### config.mk
export PLATFORM = sky130hd
export DESIGN_NAME = uart_monitor_top
export DESIGN_NICKNAME = d
export VERILOG_FILES = /design/src/rtl/uart_pkg.sv /design/src/rtl/monitor_pkg.sv /design/src/rtl/mem_port_if.sv /design/src/rtl/uart_rx.sv /design/src/rtl/uart_tx.sv /design/src/rtl/monitor_ram.sv /design/src/rtl/command_monitor.sv /design/src/rtl/uart_monitor_top.sv
export SDC_FILE = /design/constraint.sdc
export NUM_CORES = 2
export LEC_CHECK = 0
export BUFFER_PORTS_ARGS = -buffer_cell sky130_fd_sc_hd__buf_2
export CAP_MARGIN = 10
export CELL_PAD_IN_SITES_DETAIL_PLACEMENT = 1
export CELL_PAD_IN_SITES_GLOBAL_PLACEMENT = 1
export CORE_UTILIZATION = 55
export DETAILED_ROUTE_END_ITERATION = 8
export GPL_ROUTABILITY_DRIVEN = 1
export PLACE_DENSITY_LB_ADDON = 0.1
export RECOVER_POWER = 100
export SKIP_CTS_REPAIR_TIMING = 1
export SYNTH_ARGS = -nofsm -noshare
export SYNTH_HDL_FRONTEND = slang
export SYNTH_SLANG_ARGS = --single-unit
### constraint.sdc
create_clock -name clk -period 7.9 [get_ports clk]
set_input_delay 1.58 -clock clk [delete_from_list [all_inputs] [get_ports clk]]
set_output_delay 1.58 -clock clk [all_outputs]
set_load 0.05 [all_outputs]
### src/rtl/uart_pkg.sv
`default_nettype none

package uart_pkg;

    // Data bits per character, no parity
    localparam int DATA_BITS = 8;

    // One serial character
    typedef logic [DATA_BITS - 1 : 0] uart_byte_t;

endpackage

`default_nettype wire

### src/rtl/monitor_pkg.sv
`default_nettype none

package monitor_pkg;

    // Memory map
    localparam int ADDR_BITS = 8;
    localparam int MEM_DEPTH = 1 << ADDR_BITS;

    typedef logic [ADDR_BITS - 1 : 0] addr_t;
    typedef logic [7:0]               word_t;

    // First byte of every three-byte frame
    typedef enum logic [7:0] {
        CMD_READ  = 8'hA3,
        CMD_WRITE = 8'h5C,
        CMD_PING  = 8'hF0
    } cmd_t;

    // Fixed answer to a ping
    localparam word_t PING_REPLY = 8'hAA;

endpackage

`default_nettype wire

### src/rtl/mem_port_if.sv
`timescale 1ns/1ps
`default_nettype none

interface mem_port_if;
    import monitor_pkg::*;

    addr_t addr;
    word_t wdata;
    logic  we;
    word_t rdata;

    // Sequencer side
    modport ctrl (
        output addr,
        output wdata,
        output we,
        input  rdata
    );

    // Memory side, rdata follows addr in the same cycle
    modport mem (
        input  addr,
        input  wdata,
        input  we,
        output rdata
    );

endinterface

`default_nettype wire

### src/rtl/uart_rx.sv
`timescale 1ns/1ps
`default_nettype none

module uart_rx #(
    parameter int CLK_BITS = 10
) (
    input  logic                    clk,
    input  logic                    rst,
    input  logic [CLK_BITS - 1 : 0] clk_per_bit,
    input  logic                    rxd,
    output uart_pkg::uart_byte_t    rx_data,
    output logic                    rx_valid
);
    import uart_pkg::*;

    localparam int IDX_BITS = $clog2(DATA_BITS);
    localparam logic [IDX_BITS - 1 : 0] LAST_BIT = IDX_BITS'(DATA_BITS - 1);

    typedef enum logic [1:0] {
        RX_IDLE,
        RX_START,
        RX_RECEIVE,
        RX_STOP
    } rx_state_t;

    rx_state_t               state;
    logic                    rx_meta;
    logic                    rx_sync;
    logic                    rx_prev;
    logic [CLK_BITS - 1 : 0] clk_cnt;
    logic [CLK_BITS - 1 : 0] half_period;
    logic                    period_end;
    logic [IDX_BITS - 1 : 0] bit_idx;
    uart_byte_t              shift_reg;

    // Line idles high, so the synchronizer resets to one
    always_ff @(posedge clk) begin
        if (rst) begin
            rx_meta <= 1'b1;
            rx_sync <= 1'b1;
            rx_prev <= 1'b1;
        end else begin
            rx_meta <= rxd;
            rx_sync <= rx_meta;
            rx_prev <= rx_sync;
        end
    end

    assign half_period = (clk_per_bit - 1'b1) >> 1;
    assign period_end  = (clk_cnt == clk_per_bit - 1'b1);

    always_ff @(posedge clk) begin
        if (rst) begin
            state    <= RX_IDLE;
            clk_cnt  <= '0;
            bit_idx  <= '0;
            rx_valid <= 1'b0;
        end else begin
            rx_valid <= 1'b0;
            case (state)
                RX_IDLE: begin
                    clk_cnt <= '0;
                    bit_idx <= '0;
                    // Falling edge marks the start bit
                    if (rx_prev && !rx_sync) begin
                        state <= RX_START;
                    end
                end

                RX_START: begin
                    if (clk_cnt == half_period) begin
                        clk_cnt <= '0;
                        // Line back high means a glitch, not a start bit
                        state   <= rx_sync ? RX_IDLE : RX_RECEIVE;
                    end else begin
                        clk_cnt <= clk_cnt + 1'b1;
                    end
                end

                RX_RECEIVE: begin
                    if (period_end) begin
                        clk_cnt   <= '0;
                        // LSB arrives first
                        shift_reg <= {rx_sync, shift_reg[DATA_BITS - 1 : 1]};
                        bit_idx   <= bit_idx + 1'b1;
                        if (bit_idx == LAST_BIT) begin
                            state <= RX_STOP;
                        end
                    end else begin
                        clk_cnt <= clk_cnt + 1'b1;
                    end
                end

                RX_STOP: begin
                    if (period_end) begin
                        clk_cnt  <= '0;
                        rx_data  <= shift_reg;
                        rx_valid <= 1'b1;
                        state    <= RX_IDLE;
                    end else begin
                        clk_cnt <= clk_cnt + 1'b1;
                    end
                end

                default: state <= RX_IDLE;
            endcase
        end
    end

endmodule

`default_nettype wire

### src/rtl/uart_tx.sv
`timescale 1ns/1ps
`default_nettype none

module uart_tx #(
    parameter int CLK_BITS  = 10,
    parameter int STOP_BITS = 1
) (
    input  logic                    clk,
    input  logic                    rst,
    input  logic [CLK_BITS - 1 : 0] clk_per_bit,
    input  uart_pkg::uart_byte_t    tx_data,
    input  logic                    tx_start,
    output logic                    txd,
    output logic                    tx_busy,
    output logic                    tx_done
);
    import uart_pkg::*;

    // Start bit, data, stop bits
    localparam int FRAME_BITS = 1 + DATA_BITS + STOP_BITS;
    localparam int CNT_BITS   = $clog2(FRAME_BITS);

    logic [FRAME_BITS - 1 : 0] frame;
    logic [CLK_BITS - 1 : 0]   clk_cnt;
    logic [CNT_BITS - 1 : 0]   bits_left;
    logic                      period_end;

    assign period_end = (clk_cnt == clk_per_bit - 1'b1);

    // Bit zero of the frame register is the line itself
    assign txd = frame[0];

    always_ff @(posedge clk) begin
        if (rst) begin
            frame     <= '1;
            clk_cnt   <= '0;
            bits_left <= '0;
            tx_busy   <= 1'b0;
            tx_done   <= 1'b0;
        end else begin
            tx_done <= 1'b0;
            if (!tx_busy) begin
                clk_cnt <= '0;
                if (tx_start) begin
                    frame     <= {{STOP_BITS{1'b1}}, tx_data, 1'b0};
                    bits_left <= CNT_BITS'(FRAME_BITS - 1);
                    tx_busy   <= 1'b1;
                end
            end else if (period_end) begin
                clk_cnt <= '0;
                // Shift in ones so the line returns to idle
                frame   <= {1'b1, frame[FRAME_BITS - 1 : 1]};
                if (bits_left == '0) begin
                    tx_busy <= 1'b0;
                    tx_done <= 1'b1;
                end else begin
                    bits_left <= bits_left - 1'b1;
                end
            end else begin
                clk_cnt <= clk_cnt + 1'b1;
            end
        end
    end

endmodule

`default_nettype wire

### src/rtl/monitor_ram.sv
`timescale 1ns/1ps
`default_nettype none

module monitor_ram (
    input  logic   clk,
    mem_port_if.mem mem
);
    import monitor_pkg::*;

    word_t ram [MEM_DEPTH];

    always_ff @(posedge clk) begin
        if (mem.we) begin
            ram[mem.addr] <= mem.wdata;
        end
    end

    // Asynchronous read port
    assign mem.rdata = ram[mem.addr];

endmodule

`default_nettype wire

### src/rtl/command_monitor.sv
`timescale 1ns/1ps
`default_nettype none

module command_monitor (
    input  logic                 clk,
    input  logic                 rst,
    input  uart_pkg::uart_byte_t rx_data,
    input  logic                 rx_valid,
    output uart_pkg::uart_byte_t tx_data,
    output logic                 tx_start,
    input  logic                 tx_done,
    mem_port_if.ctrl             mem
);
    import uart_pkg::*;
    import monitor_pkg::*;

    typedef enum logic [2:0] {
        S_WAIT_CMD,
        S_WAIT_ADDR,
        S_WAIT_DATA,
        S_EXEC,
        S_SEND,
        S_SEND_WAIT
    } state_t;

    state_t     state;
    state_t     state_next;

    // Captured frame
    uart_byte_t cmd_byte;
    addr_t      addr_byte;
    word_t      data_byte;

    uart_byte_t reply;
    uart_byte_t reply_next;

    always_comb begin
        state_next = state;
        reply_next = reply;

        case (state)
            S_WAIT_CMD: begin
                if (rx_valid) begin
                    state_next = S_WAIT_ADDR;
                end
            end

            S_WAIT_ADDR: begin
                if (rx_valid) begin
                    state_next = S_WAIT_DATA;
                end
            end

            S_WAIT_DATA: begin
                if (rx_valid) begin
                    state_next = S_EXEC;
                end
            end

            S_EXEC: begin
                // Writes and unknown commands go straight back
                state_next = S_WAIT_CMD;
                case (cmd_byte)
                    CMD_READ: begin
                        reply_next = mem.rdata;
                        state_next = S_SEND;
                    end
                    CMD_PING: begin
                        reply_next = PING_REPLY;
                        state_next = S_SEND;
                    end
                    default: ;
                endcase
            end

            S_SEND: begin
                state_next = S_SEND_WAIT;
            end

            S_SEND_WAIT: begin
                // Bytes arriving here are dropped
                if (tx_done) begin
                    state_next = S_WAIT_CMD;
                end
            end

            default: state_next = S_WAIT_CMD;
        endcase
    end

    always_ff @(posedge clk) begin
        if (rst) begin
            state <= S_WAIT_CMD;
        end else begin
            state <= state_next;
        end
    end

    always_ff @(posedge clk) begin
        if (rx_valid) begin
            case (state)
                S_WAIT_CMD:  cmd_byte  <= rx_data;
                S_WAIT_ADDR: addr_byte <= rx_data;
                S_WAIT_DATA: data_byte <= rx_data;
                default: ;
            endcase
        end
        if (state == S_EXEC) begin
            reply <= reply_next;
        end
    end

    // Memory port follows the captured address
    assign mem.addr  = addr_byte;
    assign mem.wdata = data_byte;
    assign mem.we    = (state == S_EXEC) && (cmd_byte == CMD_WRITE);

    assign tx_start  = (state == S_SEND);
    assign tx_data   = reply;

endmodule

`default_nettype wire

### src/rtl/uart_monitor_top.sv
`timescale 1ns/1ps
`default_nettype none

module uart_monitor_top #(
    parameter int CLK_BITS  = 10,
    parameter int STOP_BITS = 1
) (
    input  logic                    clk,
    input  logic                    rst,
    input  logic [CLK_BITS - 1 : 0] clk_per_bit,
    input  logic                    uart_rx,
    output logic                    uart_tx
);
    import uart_pkg::*;

    uart_byte_t rx_data;
    logic       rx_valid;
    uart_byte_t tx_data;
    logic       tx_start;
    logic       tx_done;

    mem_port_if mem_port ();

    uart_rx #(
        .CLK_BITS(CLK_BITS)
    ) uart_rx_i (
        .clk        (clk),
        .rst        (rst),
        .clk_per_bit(clk_per_bit),
        .rxd        (uart_rx),
        .rx_data    (rx_data),
        .rx_valid   (rx_valid)
    );

    // The sequencer paces itself on tx_done, so busy stays open
    uart_tx #(
        .CLK_BITS (CLK_BITS),
        .STOP_BITS(STOP_BITS)
    ) uart_tx_i (
        .clk        (clk),
        .rst        (rst),
        .clk_per_bit(clk_per_bit),
        .tx_data    (tx_data),
        .tx_start   (tx_start),
        .txd        (uart_tx),
        .tx_busy    (),
        .tx_done    (tx_done)
    );

    command_monitor command_monitor_i (
        .clk     (clk),
        .rst     (rst),
        .rx_data (rx_data),
        .rx_valid(rx_valid),
        .tx_data (tx_data),
        .tx_start(tx_start),
        .tx_done (tx_done),
        .mem     (mem_port)
    );

    monitor_ram monitor_ram_i (
        .clk(clk),
        .mem(mem_port)
    );

endmodule

`default_nettype wire

### Word level (Yosys, flattened, before mapping)

Memory sizes are Yosys's and may differ from the RTL's. A register that Yosys moved wholly into a read port is not among the register bits.
Index checks and enable logic that the tools add are counted.

* muxes and demuxes: 35
* multiply operators: 0
* equality and inequality tests: 26
* reductions and logical operators: 25
* add/sub/neg operators: 5
* order comparisons: 0
* shift operators: 0
* bitwise operators: 4
* divide/modulo/power cells: 0

Operators by type and width (number)
* $mux 10: 5
* $pmux 10 s3: 1
* $add 10x1->10 const B: 2
* $eq 10x10->1: 2
* $mux 3: 6
* $pmux 3 s6: 1
* $eq 8x8->1 const B: 2
* $mux 4: 4
* $pmux 8 s2: 1
* $mux 2: 6
* $ne 2x2->1 const B: 6
* $reduce_and 2->1: 6
* $eq 10x9->1: 1
* $ne 2x1->1 const B: 5
* $sub 10x1->10 const B: 1
* $eq 3x3->1 const B: 3
* $reduce_and 3->1: 3
* $eq 8x7->1 const B: 1
* $mux 1: 8
* $mux 8: 1
* $pmux 2 s4: 1
* $eq 3x2->1 const B: 2
* $pmux 3 s2: 1
* $reduce_bool 2->1: 3
* other kinds (15): 23

* output and inout port bits: 1
* bits in latches: 0
* bits in registers: 96
* memory bits (read-only): 0
* memories kept: 1
* RAM bits: 2048

Memory list
* monitor_ram_i.ram: depth 256, width 8, read ports 1, clocked after Yosys merged registers in 1, wr ports 1, RTL line monitor_ram.sv:10 `word_t ram [MEM_DEPTH];`

### Longest topological paths before layout

* depth after elaboration: 4
* mapped depth: 12

### Cells and area by module

From an unflattened synthesis, not the netlist that was laid out.

* cells, all modules: 3993
* area, all modules: 83122.2 sq um

Modules (own cells, without submodules)
* monitor_ram: times used 1, area each 78332.6 sq um, cells an instance 3539
* uart_rx: times used 1, area each 2014.4 sq um, cells an instance 201
* uart_tx: times used 1, area each 1501.4 sq um, cells an instance 179
* command_monitor: times used 1, area each 1273.7 sq um, cells an instance 74

### Least setup slack after synthesis

No wires, ideal clock.

* kind: input to register
* start: input clk_per_bit[4]
* end: register uart_rx_i.shift_reg[0] (enable)
* data arrival time: 3.865 ns
* setup slack: 3.661 ns
* cell stages on the path: 8
* data required time: 7.527 ns
* cells stage by stage: buf_2 -> or4_1 -> nor4_2 -> xor2_1 -> xnor2_1 -> nand4_4 -> nor3b_1 -> nor2b_1

* longest elaborated chain between the ends: 3

RTL lines
* from (decl): RTL line uart_monitor_top.sv:10 `input logic [CLK_BITS - 1 : 0] clk_per_bit,`
* $sub 10x1->10: RTL line uart_rx.sv:50 `assign period_end = (clk_cnt == clk_per_bit - 1'b1);`
* $eq 10x10->1: RTL line uart_rx.sv:50
* $reduce_and 3->1 (no source line)
* to (signal assigned): RTL line uart_rx.sv:84 `shift_reg <= {rx_sync, shift_reg[DATA_BITS - 1 : 1]};`
* to (decl): RTL line uart_rx.sv:34 `uart_byte_t shift_reg;`

No other way between the ends.
A chain may end at the register's enable or synchronous reset.

==> results.md <==
- DP Worst Slack: 2.95 ns
- MaxCap Viol Count: 23
- Slew @ Worst Pin: 5.15 ns
- Post-synth top cells: edfxtp_1 (2096), mux4_2 (405), nor2_1 (338)
- RSZ-0062 raised after global routing: false
- Crit path max-delay family: buffers and inverters
- CTS max path bufs: 3
- Largest cells by area after synthesis: edfxtp_1 (75%), mux4_2 (11%), mux2i_1 (2.5%), nor2_1 (1.5%), dfxtp_1 (1.3%)
- Cell mode on critical path: nor2_1
- Initial antenna violation count: 7
- Die area: 154000 um2
- Vias in the first global route: 44355
- Non-filler cells, final: 6523
- Req. time, crit path: 8.44 ns
- Port bufs: 13
- Largest fanout on the critical path: 35
- Post-synth EDFFs: 2096
- Synthesis Warnings: 0
- Peak Freq: 0.156 GHz
- Dominant cell type by area after synthesis: edfxtp_1
- Final wirelength: 221000 um
- WL/cell: 33.9 um
- Startpoint type of the worst setup path: register
- CP arrival: 6.95 ns
- Mapped Cells: 4288
- Initial core utilization: 0.557
- Failing checks: max-capacitance violations, max-slew violations
- GRT Total Usage: 0.291
- Mapped Nets: 4308
- Post-DP HPWL: 134000 um
- Post-synthesis area per instance: 19.6 um2
- Aggregate negative setup slack: 0 ns
- Setup ws final: 1.49 ns
- Distinct cell type count after synthesis: 67
- Clock Latency Late Sink: 0.83 ns
- CORE AREA: 150000 um2
- Fill cell count: 12538
- Status: finished with violations
- Crit end category: register
- Die H: 392 um
- VDD IR-drop max: 0.181 mV
- CP max stage delay: 1.54 ns
- Final hold vios: 0
- Worst hold path type: reg2reg
- Register Area: 64100 um2
- Post-synthesis register bit count: 2151
- Yosys top cell area share: 0.751
- Die Wd: 392 um
- Gpl congestion: 0.846
- Slew Limit Fails: 1932
- CP cell instances: clkinvlp_2 > clkbuf_1 > buf_4 > nor2_1 > nor2_1 > o21ai_0 > a21oi_1 > o31ai_1 > nor4_1
- Post-synthesis sequential area ratio: 0.764
- Count leader, synth: edfxtp_1
- Most used DFF post-synth: edfxtp_1
- Share of post-route cells with drive strength above 1: 0.183
- First-pass GRT wire length: 318000 um
- GR Overflow Total: 0
- Area grow syn2layout: 10.5%
- Inst Count DP: 6130
- LEAKAGE: 28.7 nW
- CP max stage cell: dfxtp_1
- Number of flip-flops under the largest register name: 2048
- Root Buffer: clkbuf_16
- Period utilization: 0.811
- CTS tree: built
- Via count: 42968
- Clock sinks: 2151
- Clock transition at path regs: 0.06 ns
- Biggest register: monitor_ram_i.ram
- Critical path type: reg2reg
- Initial DRC count: 4733
- DRC viols: 0
- Final net count: 4346
- Async set or reset register ratio after synthesis: 0
- H-tree depth: 4
- Inserted Clock Buffers: 210
- Max_slew headroom: -2.44
- Largest registers: monitor_ram_i.ram: 2048 flops, uart_rx_i.clk_cnt: 10 flops, uart_tx_i.clk_cnt: 10 flops
- DR pass1 iterations: 5
- Buffers plus inverters on the worst setup path: 3
- Skew final: 0.0243 ns
- Power Density: 239 nW/um2
- Multi-input combinational cell area: 18700 um2
- I/O pins: 14
- Largest net degree at the start of global routing: 228
- # rows: 142
- Cell Area, Synth: 83800 um2
- Vias per std cell: 6.59
- Fin crit period: 6.41 ns
- ANT nets after route: 0
- # setup viols final: 0
[power breakdown]
part | internal [W] | leakage (nW) | switching [W]
logic | 0.0000161 | 6.14 | 0.0000225
registers | 0.0123 | 19.3 | 0.00000186
clock network | 0.00552 | 3.26 | 0.00425
total | 0.0179 | 28.7 | 0.00428
[area by class of cell]
cell class,instances,area share
timing repair buffer,83,0.00677
tap,2016,0.0272
clock buffer,253,0.0596
inverter,14,0.000581
sequential,2151,0.692
antenna,2,0.0000541
multi-input combinational,1866,0.202
clock inverter,138,0.0124
[cells by family (layout without fill, tap and decap cells)]
logic type,after synthesis,in the layout,share of synthesized area
flops,2151,2151,0.764
simple gates,702,702,0.0384
mux,639,639,0.137
compound gates,465,465,0.0388
buf+inv,271,488,0.0142
xor+xnor,53,53,0.00645
fa+ha+maj,7,7,0.00104
other cells,0,2,0
[worst reg2reg max path, stage by stage, from the launching register on]
cell and delay (ns):
dfxtp_1 1.54, clkinvlp_2 1.41, clkbuf_1 0.90, buf_4 0.62, nor2_1 0.20, nor2_1 0.06, o21ai_0 0.30, a21oi_1 0.19
o31ai_1 0.79, nor4_1 0.12
[cells in the final DEF, fill, tap and decap left out, types with 13 or more instances in the layout]
cell type,synthesis,final
a211oi_1,13,13
a21oi_1,109,109
a221oi_1,17,17
a22o_1,16,16
a22oi_1,96,96
buf_4,28,35
bufinv_16,0,17
clkbuf_1,153,58
clkbuf_16,0,215
clkinv_1,3,62
clkinv_2,0,37
dfxtp_1,55,51
edfxtp_1,2096,2096
mux2_2,25,25
mux2i_1,208,209
mux4_2,405,405
nand2_1,123,118
nand3_1,48,42
nor2_1,338,335
nor2b_1,17,16
nor3_1,64,64
nor4_1,30,30
o21ai_0,30,30
o221ai_1,78,78
o22ai_1,49,49
xnor2_1,29,30
xor2_1,18,18
[stage by stage]
step / cell area (um2) / util / total power [W] / hold WS, ns
after floorplan: 83800 / - / 0.0126 / 0.389
after global placement: 86100 / 0.572 / 0.0126 / 0.413
after detailed placement: 86100 / 0.572 / 0.0126 / 0.410
after CTS: 92800 / 0.616 / 0.0223 / 0.434
after global routing: 92600 / 0.615 / 0.0226 / 0.440
final: 92600 / 0.615 / 0.0221 / 0.434
[path summary, 6_finish.rpt]
kind	startpoint	end	slack (ns)	cells after the start
max	register	command_monitor_i.tx_data[4]	1.49	9
min	uart_rx_i.shift_reg[0]	uart_rx_i.rx_data[0]	0.43	0
max reg2reg	register	command_monitor_i.tx_data[4]	1.49	9
min reg2reg	uart_rx_i.shift_reg[0]	uart_rx_i.rx_data[0]	0.43	0
[routing by layer]
| metal | global-route usage | vias to the layer above | wire, um |
|---|---|---|---|
| li1 | - | 17741 | - |
| met1 | 0.421 | 22935 | 89900 |
| met2 | 0.453 | 1892 | 105000 |
| met3 | 0.0481 | 398 | 17800 |
| met4 | 0.100 | 2 | 7730 |
| met5 | 0 | - | 9 |
Power figures use the tool's default switching activity.
